--- src/source/dmi_defs.svh ---
`ifndef DMI_DEFS_SVH
`define DMI_DEFS_SVH

// Length of the JTAG instruction register.
`define DMI_IR_LEN 5

// Value shifted out of the IDCODE register.
`define DMI_IDCODE 32'h1000_0DB3

// Width of a DMI address, also reported in dtmcs.abits.
`define DMI_ABITS 7

// Number of registers implemented by the debug target.
`define DMI_NREGS 16

// Cycles from a request strobe to its response strobe.
`define DMI_RESP_LAT 4

`endif

--- src/source/dmi_pkg.sv ---
`include "dmi_defs.svh"

package dmi_pkg;

	typedef logic [`DMI_ABITS-1:0] dmi_addr_t;
	typedef logic [31:0] dmi_data_t;
	typedef logic [`DMI_IR_LEN-1:0] ir_t;

	// Requests use nop, read and write. Responses reuse the same field.
	typedef enum logic [1:0] {
		op_nop   = 2'd0,
		op_read  = 2'd1,
		op_write = 2'd2,
		op_busy  = 2'd3
	} dmi_op_e;

	localparam dmi_op_e op_success = op_nop;
	localparam dmi_op_e op_failed = op_write;

	typedef enum logic [3:0] {
		st_reset, st_idle, st_select_dr, st_capture_dr,
		st_shift_dr, st_exit1_dr, st_pause_dr, st_exit2_dr,
		st_update_dr, st_select_ir, st_capture_ir, st_shift_ir,
		st_exit1_ir, st_pause_ir, st_exit2_ir, st_update_ir
	} tap_state_e;

	typedef struct packed {
		dmi_addr_t addr;
		dmi_data_t data;
		dmi_op_e   op;
	} dmi_req_t;

	typedef struct packed {
		dmi_data_t data;
		dmi_op_e   op;
	} dmi_resp_t;

endpackage

--- src/source/dmi_jtag_tap.sv ---
`timescale 1ns/10ps
`include "dmi_defs.svh"

module dmi_jtag_tap import dmi_pkg::*; (
	input  logic       tck_i,
	input  logic       trst_ni,
	input  logic       tms_i,
	input  logic       td_i,
	input  logic [1:0] dmi_error_i,
	input  logic       dmi_tdo_i,
	output logic       td_o,
	output logic       tdo_oe_o,
	output logic       capture_dr_o,
	output logic       shift_dr_o,
	output logic       update_dr_o,
	output logic       dmi_access_o,
	output logic       dtmcs_select_o,
	output logic       dmi_reset_o
);

	localparam ir_t ir_idcode = 'h01;
	localparam ir_t ir_dtmcs = 'h10;
	localparam ir_t ir_dmi = 'h11;
	localparam ir_t ir_capture = 'b00101;

	tap_state_e  tap_state_q;
	tap_state_e  tap_state_d;
	logic        test_logic_reset;
	logic        capture_ir;
	logic        shift_ir;
	logic        update_ir;
	ir_t         ir_shift_q;
	ir_t         ir_q;
	logic        bypass_q;
	logic [31:0] idcode_q;
	logic [31:0] dtmcs_q;
	logic        idcode_select;
	logic        bypass_select;
	logic        tdo_mux;

	always_comb begin
		tap_state_d = tap_state_q;
		unique case (tap_state_q)
			st_reset:      tap_state_d = tms_i ? st_reset     : st_idle;
			st_idle:       tap_state_d = tms_i ? st_select_dr : st_idle;
			st_select_dr:  tap_state_d = tms_i ? st_select_ir : st_capture_dr;
			st_capture_dr: tap_state_d = tms_i ? st_exit1_dr  : st_shift_dr;
			st_shift_dr:   tap_state_d = tms_i ? st_exit1_dr  : st_shift_dr;
			st_exit1_dr:   tap_state_d = tms_i ? st_update_dr : st_pause_dr;
			st_pause_dr:   tap_state_d = tms_i ? st_exit2_dr  : st_pause_dr;
			st_exit2_dr:   tap_state_d = tms_i ? st_update_dr : st_shift_dr;
			st_update_dr:  tap_state_d = tms_i ? st_select_dr : st_idle;
			st_select_ir:  tap_state_d = tms_i ? st_reset     : st_capture_ir;
			st_capture_ir: tap_state_d = tms_i ? st_exit1_ir  : st_shift_ir;
			st_shift_ir:   tap_state_d = tms_i ? st_exit1_ir  : st_shift_ir;
			st_exit1_ir:   tap_state_d = tms_i ? st_update_ir : st_pause_ir;
			st_pause_ir:   tap_state_d = tms_i ? st_exit2_ir  : st_pause_ir;
			st_exit2_ir:   tap_state_d = tms_i ? st_update_ir : st_shift_ir;
			st_update_ir:  tap_state_d = tms_i ? st_select_dr : st_idle;
		endcase
	end

	assign test_logic_reset = (tap_state_q == st_reset);
	assign capture_dr_o = (tap_state_q == st_capture_dr);
	assign shift_dr_o = (tap_state_q == st_shift_dr);
	assign update_dr_o = (tap_state_q == st_update_dr);
	assign capture_ir = (tap_state_q == st_capture_ir);
	assign shift_ir = (tap_state_q == st_shift_ir);
	assign update_ir = (tap_state_q == st_update_ir);

	// The controller comes out of reset in Run-Test-Idle.
	always_ff @(posedge tck_i or negedge trst_ni) begin
		if (!trst_ni) begin
			tap_state_q <= st_idle;
		end else begin
			tap_state_q <= tap_state_d;
		end
	end

	always_ff @(posedge tck_i or negedge trst_ni) begin
		if (!trst_ni) begin
			ir_shift_q <= '0;
			ir_q <= ir_idcode;
		end else if (test_logic_reset) begin
			ir_shift_q <= '0;
			ir_q <= ir_idcode;
		end else begin
			if (capture_ir) begin
				ir_shift_q <= ir_capture;
			end else if (shift_ir) begin
				ir_shift_q <= {td_i, ir_shift_q[`DMI_IR_LEN-1:1]};
			end
			if (update_ir) begin
				ir_q <= ir_shift_q;
			end
		end
	end

	// Codes without a register of their own fall back to BYPASS.
	always_comb begin
		idcode_select = 1'b0;
		dtmcs_select_o = 1'b0;
		dmi_access_o = 1'b0;
		bypass_select = 1'b0;
		case (ir_q)
			ir_idcode: idcode_select = 1'b1;
			ir_dtmcs:  dtmcs_select_o = 1'b1;
			ir_dmi:    dmi_access_o = 1'b1;
			default:   bypass_select = 1'b1;
		endcase
	end

	always_ff @(posedge tck_i or negedge trst_ni) begin
		if (!trst_ni) begin
			bypass_q <= 1'b0;
			idcode_q <= `DMI_IDCODE;
			dtmcs_q <= '0;
		end else if (test_logic_reset) begin
			bypass_q <= 1'b0;
			idcode_q <= `DMI_IDCODE;
			dtmcs_q <= '0;
		end else if (capture_dr_o) begin
			if (bypass_select) begin
				bypass_q <= 1'b0;
			end
			if (idcode_select) begin
				idcode_q <= `DMI_IDCODE;
			end
			// idle 1, dmistat, abits and version 1
			if (dtmcs_select_o) begin
				dtmcs_q <= {17'd0, 3'd1, dmi_error_i, 6'(`DMI_ABITS), 4'd1};
			end
		end else if (shift_dr_o) begin
			if (bypass_select) begin
				bypass_q <= td_i;
			end
			if (idcode_select) begin
				idcode_q <= {td_i, idcode_q[31:1]};
			end
			if (dtmcs_select_o) begin
				dtmcs_q <= {td_i, dtmcs_q[31:1]};
			end
		end
	end

	// The dmireset bit acts once, in the Update-DR cycle of a DTMCS scan.
	assign dmi_reset_o = update_dr_o & dtmcs_select_o & dtmcs_q[16];

	always_comb begin
		if (shift_ir) begin
			tdo_mux = ir_shift_q[0];
		end else if (idcode_select) begin
			tdo_mux = idcode_q[0];
		end else if (dtmcs_select_o) begin
			tdo_mux = dtmcs_q[0];
		end else if (dmi_access_o) begin
			tdo_mux = dmi_tdo_i;
		end else begin
			tdo_mux = bypass_q;
		end
	end

	// TDO is launched on the falling edge so the host samples it on the next rise.
	always_ff @(negedge tck_i or negedge trst_ni) begin
		if (!trst_ni) begin
			td_o <= 1'b0;
			tdo_oe_o <= 1'b0;
		end else begin
			td_o <= tdo_mux;
			tdo_oe_o <= shift_ir | shift_dr_o;
		end
	end

	a_state_known: assert property (@(posedge tck_i) disable iff (!trst_ni)
		!$isunknown(tap_state_q))
		else $error("TAP state is unknown");

endmodule

--- src/source/dmi_jtag_dr.sv ---
`timescale 1ns/10ps

module dmi_jtag_dr import dmi_pkg::*; (
	input  logic       tck_i,
	input  logic       trst_ni,
	input  logic       td_i,
	input  logic       dmi_access_i,
	input  logic       capture_dr_i,
	input  logic       shift_dr_i,
	input  logic       update_dr_i,
	input  logic       dmi_reset_i,
	input  dmi_resp_t  resp_i,
	input  logic       resp_valid_i,
	output logic       dmi_tdo_o,
	output logic [1:0] dmi_error_o,
	output dmi_req_t   req_o,
	output logic       req_valid_o
);

	dmi_req_t  dr_q;
	dmi_req_t  dr_d;
	dmi_req_t  req_q;
	logic      req_valid_q;
	dmi_data_t data_q;
	dmi_op_e   status_q;
	dmi_op_e   status_d;
	logic      pending_q;
	logic      issue;

	// A request leaves only while the sticky status is clear.
	assign issue = update_dr_i && dmi_access_i && (status_q == op_success) &&
		(dr_q.op == op_read || dr_q.op == op_write);

	// The address field keeps what was shifted in by the previous scan.
	always_comb begin
		dr_d = dr_q;
		if (dmi_access_i && capture_dr_i) begin
			dr_d.data = data_q;
			dr_d.op = pending_q ? op_busy : status_q;
		end else if (dmi_access_i && shift_dr_i) begin
			dr_d = {td_i, dr_q[$bits(dmi_req_t)-1:1]};
		end
	end

	always_comb begin
		status_d = status_q;
		if (dmi_access_i && capture_dr_i && pending_q) begin
			status_d = op_busy;
		end else if (resp_valid_i && resp_i.op == op_failed && status_q != op_busy) begin
			status_d = op_failed;
		end
		if (dmi_reset_i) begin
			status_d = op_success;
		end
	end

	always_ff @(posedge tck_i or negedge trst_ni) begin
		if (!trst_ni) begin
			dr_q <= '0;
			data_q <= '0;
			status_q <= op_success;
			pending_q <= 1'b0;
			req_valid_q <= 1'b0;
		end else begin
			dr_q <= dr_d;
			status_q <= status_d;
			req_valid_q <= issue;
			if (issue) begin
				pending_q <= 1'b1;
			end else if (resp_valid_i) begin
				pending_q <= 1'b0;
			end
			// Late responses to a busy scan are still kept for the next capture.
			if (resp_valid_i) begin
				data_q <= resp_i.data;
			end
		end
	end

	always_ff @(posedge tck_i) begin
		if (issue) begin
			req_q <= dr_q;
		end
	end

	assign req_o = req_q;
	assign req_valid_o = req_valid_q;
	assign dmi_tdo_o = dr_q[0];
	assign dmi_error_o = status_q;

	a_resp_while_pending: assert property (@(posedge tck_i) disable iff (!trst_ni)
		resp_valid_i |-> pending_q)
		else $error("DMI response arrived with no request pending");

endmodule

--- src/source/dmi_reg_file.sv ---
`timescale 1ns/10ps
`include "dmi_defs.svh"

module dmi_reg_file import dmi_pkg::*; (
	input  logic      tck_i,
	input  logic      trst_ni,
	input  dmi_req_t  req_i,
	input  logic      req_valid_i,
	output dmi_resp_t resp_o,
	output logic      resp_valid_o
);

	localparam int idx_w = $clog2(`DMI_NREGS);
	localparam int cnt_w = $clog2(`DMI_RESP_LAT + 1);

	dmi_data_t        regs_q [`DMI_NREGS];
	dmi_resp_t        resp_d;
	dmi_resp_t        resp_q;
	logic [cnt_w-1:0] cnt_q;
	logic [idx_w-1:0] idx;
	logic             in_range;

	assign idx = req_i.addr[idx_w-1:0];
	assign in_range = req_i.addr < dmi_addr_t'(`DMI_NREGS);

	// Out-of-range accesses answer failed with zero data.
	always_comb begin
		resp_d.data = '0;
		resp_d.op = op_failed;
		if (in_range) begin
			resp_d.op = op_success;
			if (req_i.op == op_write) begin
				resp_d.data = req_i.data;
			end else begin
				resp_d.data = regs_q[idx];
			end
		end
	end

	always_ff @(posedge tck_i or negedge trst_ni) begin
		if (!trst_ni) begin
			for (int i = 0; i < `DMI_NREGS; i++) begin
				regs_q[i] <= '0;
			end
		end else if (req_valid_i && in_range && req_i.op == op_write) begin
			regs_q[idx] <= req_i.data;
		end
	end

	// A new request restarts the countdown.
	always_ff @(posedge tck_i or negedge trst_ni) begin
		if (!trst_ni) begin
			cnt_q <= '0;
		end else if (req_valid_i) begin
			cnt_q <= cnt_w'(`DMI_RESP_LAT);
		end else if (cnt_q != '0) begin
			cnt_q <= cnt_q - 1'b1;
		end
	end

	always_ff @(posedge tck_i) begin
		if (req_valid_i) begin
			resp_q <= resp_d;
		end
	end

	assign resp_o = resp_q;
	assign resp_valid_o = (cnt_q == cnt_w'(1));

endmodule

--- src/source/dmi_jtag_top.sv ---
`timescale 1ns/10ps

module dmi_jtag_top import dmi_pkg::*; (
	input  logic tck_i,
	input  logic trst_ni,
	input  logic tms_i,
	input  logic td_i,
	output logic td_o,
	output logic tdo_oe_o
);

	logic       dmi_access;
	logic       capture_dr;
	logic       shift_dr;
	logic       update_dr;
	logic       dmi_reset;
	logic       dmi_tdo;
	logic [1:0] dmi_error;
	dmi_req_t   req;
	logic       req_valid;
	dmi_resp_t  resp;
	logic       resp_valid;

	// DTMCS selection reaches the DR only through the dmireset pulse.
	dmi_jtag_tap i_tap (
		.tck_i          (tck_i),
		.trst_ni        (trst_ni),
		.tms_i          (tms_i),
		.td_i           (td_i),
		.dmi_error_i    (dmi_error),
		.dmi_tdo_i      (dmi_tdo),
		.td_o           (td_o),
		.tdo_oe_o       (tdo_oe_o),
		.capture_dr_o   (capture_dr),
		.shift_dr_o     (shift_dr),
		.update_dr_o    (update_dr),
		.dmi_access_o   (dmi_access),
		.dtmcs_select_o (),
		.dmi_reset_o    (dmi_reset)
	);

	dmi_jtag_dr i_dr (
		.tck_i        (tck_i),
		.trst_ni      (trst_ni),
		.td_i         (td_i),
		.dmi_access_i (dmi_access),
		.capture_dr_i (capture_dr),
		.shift_dr_i   (shift_dr),
		.update_dr_i  (update_dr),
		.dmi_reset_i  (dmi_reset),
		.resp_i       (resp),
		.resp_valid_i (resp_valid),
		.dmi_tdo_o    (dmi_tdo),
		.dmi_error_o  (dmi_error),
		.req_o        (req),
		.req_valid_o  (req_valid)
	);

	dmi_reg_file i_reg_file (
		.tck_i        (tck_i),
		.trst_ni      (trst_ni),
		.req_i        (req),
		.req_valid_i  (req_valid),
		.resp_o       (resp),
		.resp_valid_o (resp_valid)
	);

endmodule

--- config.mk ---
export PLATFORM = sky130hd
export DESIGN_NAME = dmi_jtag_top
export DESIGN_NICKNAME = d
export VERILOG_FILES = /design/src/source/dmi_pkg.sv /design/src/source/dmi_jtag_tap.sv /design/src/source/dmi_jtag_dr.sv /design/src/source/dmi_reg_file.sv /design/src/source/dmi_jtag_top.sv
export VERILOG_INCLUDE_DIRS = /design/src /design/src/source
export SDC_FILE = /design/constraint.sdc
export NUM_CORES = 1
export LEC_CHECK = 0
export ABC_CLOCK_PERIOD_IN_PS = 3200
export BUFFER_PORTS_ARGS = -buffer_cell sky130_fd_sc_hd__clkbuf_2
export CAP_MARGIN = 20
export CELL_PAD_IN_SITES_DETAIL_PLACEMENT = 1
export CELL_PAD_IN_SITES_GLOBAL_PLACEMENT = 2
export CORE_AREA = 2 2 297 240
export CTS_CLUSTER_DIAMETER = 200
export CTS_CLUSTER_SIZE = 14
export DETAILED_ROUTE_END_ITERATION = 12
export DIE_AREA = 0 0 299 242
export PLACE_DENSITY_LB_ADDON = 0.2
export SYNTH_ARGS = -nofsm -noshare
export SYNTH_HDL_FRONTEND = slang
export SYNTH_SLANG_ARGS = --single-unit
--- constraint.sdc ---
create_clock -name tck_i -period 3.2 [get_ports tck_i]
set_input_delay 0.32 -clock tck_i [delete_from_list [all_inputs] [get_ports tck_i]]
set_output_delay 0.32 -clock tck_i [all_outputs]
set_load 0.05 [all_outputs]
==> results of run 1 <==
[worst paths after layout]
kind | endpoint | cells past startpoint
min in group asynchronous | i_reg_file.regs_q[412] | 2
hold reg to reg | i_dr.data_q[26] | 1
hold / removal | i_tap.idcode_q[31] | 2
setup / recovery | td_o | 1
setup reg to reg | i_tap.td_o | 5
max in group asynchronous | i_tap.td_o | 2
[synth_stat cells (3+ instances only)]
library cell	count	area share, %
a21oi_1	86	1.3
a22o_1	33	0.89
a22oi_1	64	1.5
buf_1	8	0.093
buf_2	79	1.2
buf_4	9	0.21
clkbuf_1	90	1.0
dfrtp_1	660	51
dfstp_2	11	0.89
edfxtp_1	74	6.9
ha_1	3	0.12
inv_1	14	0.16
mux2_1	8	0.28
mux2_2	543	19
mux2i_1	132	4.1
mux4_2	64	4.5
nand2_1	98	1.1
nand2b_1	6	0.12
nand3_1	28	0.43
nand3b_1	3	0.070
nand4_1	5	0.097
nor2_1	34	0.39
nor2b_1	7	0.14
nor3_1	24	0.37
nor3_2	7	0.22
o21ai_0	41	0.63
o221ai_1	15	0.41
o22a_1	8	0.22
o22ai_1	56	1.1
o2bb2ai_1	6	0.16
or3_1	3	0.058
xnor2_1	3	0.081
[state kept, by name (all words and copies together), names as in the netlist, 2 cells and up]
signal,cells
i_reg_file.regs_q,512
i_dr.dr_q,40
i_tap.tap_state_q,4
i_dr.dmi_error_o,2
i_dr.req_o,41
i_tap.ir_q,5
i_reg_file.resp_o,33
i_reg_file.cnt_q,3
i_dr.data_q,32
i_tap.ir_shift_q,5
i_tap.idcode_q,32
i_tap.dtmcs_q,32
[cell usage in the layout, fill, tap and decap left out, drive strengths merged, types with 5 or more instances in the layout]
cell type | Yosys | final
nand4 | 5 | 5
nand2 | 98 | 98
a22oi | 64 | 64
nor3 | 31 | 31
mux2 | 551 | 551
o221ai | 15 | 15
clkbuf | 90 | 95
o22a | 8 | 8
inv | 14 | 16
o22ai | 56 | 56
dfstp | 11 | 11
nand3 | 28 | 28
a22o | 33 | 33
o21ai | 43 | 43
nand2b | 6 | 6
mux4 | 64 | 64
a21oi | 86 | 86
o2bb2ai | 6 | 6
edfxtp | 74 | 74
mux2i | 132 | 132
dfrtp | 660 | 660
nor2b | 7 | 7
nor2 | 35 | 35
buf | 96 | 91
[cell type report]
type	count	area, µm²
inverter	14	52.6
clock buffer	91	1620
fill	6756	34200
sequential	747	19100
multi-input combinational	1317	12500
tap	934	1170
clock inverter	3	36.3
timing repair buffer	97	952
[stage by stage]
stage / instance area (µm²) / total power, mW / hold WS (ns) / setup WS (ns) / util (%)
6_report: 35400 / 19.7 / 0.0949 / 0.0593 / 50.9
5_1_grt: 35400 / 20.6 / 0.0793 / 0.00629 / 50.9
4_1_cts: 35400 / 20.0 / 0.0716 / 0.0165 / 50.9
3_3_place_gp: 33800 / 13.0 / 0.247 / 0.184 / 48.5
3_5_place_dp: 33800 / 13.1 / 0.249 / 0.220 / 48.5
2_1_floorplan: 32300 / 12.2 / 0.0244 / 0.0356 / -
[timing repair]
item,4_1_cts,5_1_grt
buffers inserted,0,0
hold endpoints to repair,28,0
endpoints found under the setup margin,2,0
hold buffers,2,0
gates resized for setup,2,0
[logic make-up (layout without fill, tap and decap cells)]
family | after synthesis | count (layout) | synth area share (%)
buf+inv | 200 | 205 | 2.73
compound gates | 330 | 330 | 6.78
mux | 747 | 747 | 27.7
simple gates | 234 | 234 | 3.52
flops | 747 | 747 | 59.0
fa+ha+maj | 3 | 3 | 0.116
xor+xnor | 3 | 3 | 0.0813
[per-layer routing]
metal  wire (µm)  vias up
met5           0        -
met4        1780        0
met3        2580      122
met2       39600      270
met1       37700    10400
li1            -     8299
[power by group through the flow]
stage	Sequential [mW]	Clock, mW	Combinational, mW
final	10.7	6.81	2.19
after CTS	10.7	7.03	2.20
after floorplan	10.7	0	1.50
after global routing	10.8	7.38	2.44
after detailed placement	10.9	0	2.19
after global placement	10.9	0	2.08
==> results.yml, run 1 <==
status:
  outcome: "finished clean"
pwr:
  leakagePower_nw: 15.7
  power_density_nw_per_um2: 557
  power_frac_seq_pct: 54.4
  switching_power_mw: 5.19
  switching_share_pct: 26.3
  internal_power_mw: 14.5
  power_frac_comb_pct: 11.1
  ir_drop_uv: 328
  clkPwrFrac_pct: 34.5
cts:
  numCtsBuffers: 59
  htree_levels: 2
  cts_tree: "yes"
  path_clk_slew_ns: 0.07
  clock_sinks: 747
  ctsRootBufferMaster: "clkbuf_16"
  clk_latency_ns: 0.62
  clk_path_buf_depth: 3
yosys:
  ys_warn_count: 0
  synth_edf_count: 74
  ys_ff_latch: 747
  async_flop_share_pct: 90.1
  ys.flop_type: "dfrtp_1"
  ys_seq_area_share_pct: 59.0
  avgSynthCellArea_um2: 14.3
  synth.distinct_cells: 64
  syn_area_um2: 32300
  synthCells: 2264
  syn_nets: 2271
floorplanning:
  io_pins: 6
  fp-row-count: 87
  floorplan.initialDensity_pct: 46.4
  coreArea_um2: 69700
  die_h_um: 242
  dieArea_um2: 72400
  die_w_um: 299
timing:
  timing.slew.headroom_pct: 37.3
  rsz0062_at_grt: "no"
  final_hold_viol_count: 0
  worst_pin_slew_ns: 0.941
  setup_violations: 0
  finalMaxSlewViolations: 0
  finClkSkew_ns: 0.0288
  final.setup.tns_ns: 0
global_routing:
  grt_util_met3_pct: 3.08
  grt_use_met1_pct: 32.7
  grt_pass1_vias: 20900
  grt_max_degree: 167
  antenna_found_initial: 0
  grt_use_met2_pct: 37.8
  grt-busiest-layer: "met2"
  grt_remaining_overflow: 0
  grt_first_pass_wirelength_um: 129000
  grt_util_all_layers_pct: 23.1
setup_path:
  path_cells: "clkbuf_4"
  crit_start: "i_tap.td_o"
  r2r_setup_slack_ns: 0.18
  cp-start-kind: "register"
  critical_path_class: "register to output port"
  crit_buf_inv: 1
  crit_path_max_incr_delay_ns: 0.40
  path_max_fanout: 1
  endpoint_kind: "output port"
  r2r-start: "i_tap.ir_q[1]"
  arrival_ns: 2.82
  cp_top_family: "flip-flops"
  required_ns: 2.88
  crit_slowest_cell: "dfrtn_1"
placement:
  hpwl_um: 48600
  io_buffers: 5
  gp_congestion: 0.749
  dp.cells: 3106
final_layout:
  final_cells: 3203
  drive_gt1_share_pct: 35.7
  nets: 2243
  diodes: 0
  area_growth_pct: 9.66
routing:
  viasPerCell: 5.97
  drt_iter0_markers: 1098
  ant_nets: 0
  wl_um: 81700
  route.detailed.drc: 0
  vias: 19100
  first_pass_iters: 5
  wl_per_cell_um: 25.5
worst_hold_path:
  hold_path.class: "input port to register"
  min_from: "td_i"
flow_run:
  cap_violations: 0
(Power assumes the default switching activity.)
==> run 2, diff against run 1 <==
Settings changed: HOLD_SLACK_MARGIN from default to 0.15.
==> results.yml, run 2 (synthesis results as in run 1) <==
status:
  outcome: "finished clean"
setup_path:
  cp-start-kind: "register"
  crit_path_max_incr_delay_ns: 0.40
  path_max_fanout: 1
  crit_buf_inv: 1
  crit_slowest_cell: "dfrtn_1"
  arrival_ns: 2.82
  cp_top_family: "flip-flops"
  critical_path_class: "register to output port"
  required_ns: 2.88
  path_cells: "clkbuf_4"
  endpoint_kind: "output port"
pwr:
  internal_power_mw: 14.5
  leakagePower_nw: 15.7
  power_mw: 19.7
  power_frac_seq_pct: 54.4
  clkPwrFrac_pct: 34.5
  switching_power_mw: 5.19
  power_frac_comb_pct: 11.1
  ir_drop_uv: 328
  switching_share_pct: 26.3
  power_density_nw_per_um2: 557
cts:
  htree_levels: 2
  path_clk_slew_ns: 0.07
  clk_path_buf_depth: 3
  cts_setup_buffers: 0
  clk_latency_ns: 0.62
  cts_tree: "yes"
  clock_sinks: 747
  ctsRootBufferMaster: "clkbuf_16"
  numCtsBuffers: 59
global_routing:
  grt_max_degree: 167
  grt_first_pass_wirelength_um: 129000
  grt_util_all_layers_pct: 23.1
  grt_remaining_overflow: 0
  grt_pass1_vias: 20900
  antenna_found_initial: 0
timing:
  worst_pin_slew_ns: 0.944
  timing.slew.headroom_pct: 37.1
  rsz0062_at_grt: "no"
  fin_hold_ws_ns: 0.187
  final_hold_viol_count: 0
  finClkSkew_ns: 0.0285
  final.setup.tns_ns: 0
  finalMaxSlewViolations: 0
  worst_slack_ns: 0.0591
  setup_violations: 0
floorplanning:
  floorplan.initialDensity_pct: 46.4
  io_pins: 6
  coreArea_um2: 69700
  die_w_um: 299
  fp-row-count: 87
  die_h_um: 242
  dieArea_um2: 72400
final_layout:
  area_growth_pct: 9.69
  drive_gt1_share_pct: 35.7
  finalInstanceArea_um2: 35500
  final_cells: 3204
  largest_register: "i_reg_file.regs_q"
  final_common_cell: "dfrtp_1"
  largest_register_ffs: 512
  diodes: 0
  layout.cells.most_common_list: "659 x dfrtp_1, 543 x mux2_2, 132 x mux2i_1"
  final_core_util_pct: 50.9
  nets: 2244
routing:
  wl_per_cell_um: 25.5
  vias: 19100
  viasPerCell: 5.97
  drt_iter0_markers: 1077
  wl_um: 81800
  ant_nets: 0
  route.detailed.drc: 0
  first_pass_iters: 5
placement:
  gp_congestion: 0.749
  dpl_cell_area_um2: 33800
  dp.cells: 3106
  hpwl_um: 48600
  io_buffers: 5
  dp_slack_ns: 0.220
worst_hold_path:
  hold_path.class: "input port to async pin"
flow_run:
  cap_violations: 0
-- run 2: repair_timing --
action                                 CTS  global route
endpoints found under the hold margin  254             0
hold buffers                             3             0
resized for setup                        2             0
setup endpoints to repair                2             0
-- run 2: power groups by stage --
stage,Sequential (mW),Clock (mW),Combinational [mW]
after floorplan,10.7,0,1.50
after global placement,10.9,0,2.08
after CTS,10.7,7.03,2.20
final,10.7,6.81,2.19
after detailed placement,10.9,0,2.19
after global routing,10.8,7.38,2.44
-- run 2: cell type report --
cell class / instances / area [µm²]
clock buffer: 91 / 1620
tap: 934 / 1170
timing repair buffer: 98 / 962
multi-input combinational: 1317 / 12500
clock inverter: 3 / 36.3
sequential: 747 / 19100
fill: 6756 / 34200
inverter: 14 / 52.6
-- run 2: per-layer routing --
layer,wire length (µm),global-route usage [%],vias up,share of wire (%)
li1,-,-,8300,-
met1,37800,32.7,10400,46
met2,39600,37.8,263,48
met3,2620,3.08,121,3.2
met4,1800,5.68,0,2.2
met5,0,0,-,0
-- run 2: final timing paths --
check	startpoint	end	slack [ns]	depth (start not counted)
max reg2reg	i_tap.ir_q[1]	i_tap.td_o	0.18	5
min reg2reg	i_tap.idcode_q[7]	i_tap.idcode_q[7]	0.47	2
min in group tck_i	i_tap.idcode_q[7]	i_tap.idcode_q[7]	0.47	2
max	i_tap.td_o	td_o	0.06	1
max in group asynchronous	trst_ni	i_tap.td_o	1.20	2
min	trst_ni	i_reg_file.regs_q[412]	0.19	2
==> run 3, diff against run 2 <==
Settings changed: CAP_MARGIN 20 to 25, MAX_ROUTING_LAYER from default to met4.
==> results.yml, run 3 (synthesis results as in run 1) <==
routing:
  route.met3.wl_um: 2800
  wl_per_cell_um: 25.5
  topRoutingLayerUsed: "met4"
  route.detailed.drc: 0
  vias: 19100
  wl_um: 81800
  first_pass_iters: 5
  wl_met1_um: 37800
  viasPerCell: 5.97
  drt_iter0_markers: 1119
  wl_met2_um: 39500
  ant_nets: 0
timing:
  timing.slew.headroom_pct: 38.3
  final.setup.tns_ns: 0
  finalMaxSlewViolations: 0
  worst_pin_slew_ns: 0.925
  fin_hold_ws_ns: 0.187
  finClkSkew_ns: 0.0304
  final_hold_viol_count: 0
  rsz0062_at_grt: "no"
  setup_violations: 0
setup_path:
  cp-start-kind: "register"
  critical_path_class: "register to output port"
  cp_top_family: "flip-flops"
  arrival_ns: 2.82
  endpoint_kind: "output port"
  path_cells: "clkbuf_4"
  required_ns: 2.88
  crit_path_max_incr_delay_ns: 0.40
  path_max_fanout: 1
  crit_slowest_cell: "dfrtn_1"
  crit_buf_inv: 1
pwr:
  power_density_nw_per_um2: 557
  ir_drop_uv: 329
  leakagePower_nw: 15.7
floorplanning:
  dieArea_um2: 72400
  coreArea_um2: 69700
  die_h_um: 242
  die_w_um: 299
  io_pins: 6
  fp-row-count: 87
  floorplan.initialDensity_pct: 46.4
cts:
  cts_tree: "yes"
  ctsRootBufferMaster: "clkbuf_16"
  clock_sinks: 747
  clk_path_buf_depth: 3
  numCtsBuffers: 59
  htree_levels: 2
  clk_latency_ns: 0.63
  path_clk_slew_ns: 0.06
final_layout:
  diodes: 0
  drive_gt1_share_pct: 35.7
  fillCellCount: 6756
  largest_register: "i_reg_file.regs_q"
  largest_register_ffs: 512
  area_growth_pct: 9.69
  final_common_cell: "dfrtp_1"
  layout.cells.most_common_list: "659 x dfrtp_1, 543 x mux2_2, 132 x mux2i_1"
  final_core_util_pct: 50.9
  nets: 2244
placement:
  io_buffers: 5
  hpwl_um: 48600
  gp_congestion: 0.758
worst_hold_path:
  hold_path.class: "input port to async pin"
global_routing:
  grt_util_all_layers_pct: 23.8
  antenna_found_initial: 0
  grt_remaining_overflow: 0
  grt_max_degree: 167
  grt_first_pass_wirelength_um: 129000
  grt_pass1_vias: 20900
flow_run:
  cap_violations: 0
status:
  outcome: "finished clean"
run 3: cell counts in the layout (fill, tap and decap cells not counted):
Identical to the previous run, type by type.
run 3: power breakdown:
| part | switching, mW | internal (mW) | total (mW) |
|---|---|---|---|
| registers | 0.517 | 10.2 | 10.7 |
| logic | 1.31 | 0.876 | 2.19 |
| clock network | 3.37 | 3.45 | 6.82 |
run 3: area by class of cell:
type                    instances  area, µm²  area share [%]
clock inverters                 3       36.3           0.102
repair buffers                 98        962            2.71
clock buffers                  91       1620            4.56
well taps                     934       1170            3.30
inverters                      14       52.6           0.148
flip-flops and latches        747      19100            53.8
multi-input cells            1317      12500            35.4
run 3: path summary, 6_finish.rpt:
| path | depth (start not counted) | slack [ns] | endpoint | start |
|---|---|---|---|---|
| min reg2reg | 1 | 0.47 | i_dr.data_q[26] | i_reg_file.resp_o[28] |
| min | 2 | 0.19 | i_reg_file.regs_q[476] | trst_ni |
| max in group asynchronous | 2 | 1.20 | i_tap.td_o | trst_ni |
| max | 1 | 0.06 | td_o | i_tap.td_o |
| max reg2reg | 5 | 0.18 | i_tap.td_o | i_tap.ir_q[1] |
| min in group tck_i | 1 | 0.47 | i_dr.data_q[26] | i_reg_file.resp_o[28] |
run 3: routing by layer:
layer  vias up  global-route usage [%]
met5         -                       -
met3       129                    3.08
met2       281                    37.8
met1     10400                    32.7
met4         0                    5.68
li1       8293                       -
run 3: timing repair:
action                                 in CTS  in global routing
hold buffers                                3                  0
setup endpoints to repair                   2                  0
endpoints found under the hold margin     254                  0
resized for setup                           2                  0
setup buffers                               0                  0
run 3: worst reg2reg max path, delay by kind of cell (launching register included):
family	cells	cell delay, ns
AND/OR/NAND/NOR	2	0.40
buffers and inverters	1	0.19
AO/OA/AOI/OAI	2	0.20
flip-flops	1	0.43
run 3: metrics by stage:
stage	total power, mW	instances	setup slack (ns)	area [µm²]
floorplan	12.2	2264	0.0356	32300
global placement	13.0	3106	0.184	33800
detailed placement	13.1	3106	0.220	33800
CTS	20.0	3203	0.0165	35400
global route	20.6	3204	0.00628	35500
finish	19.7	3204	0.0581	35500
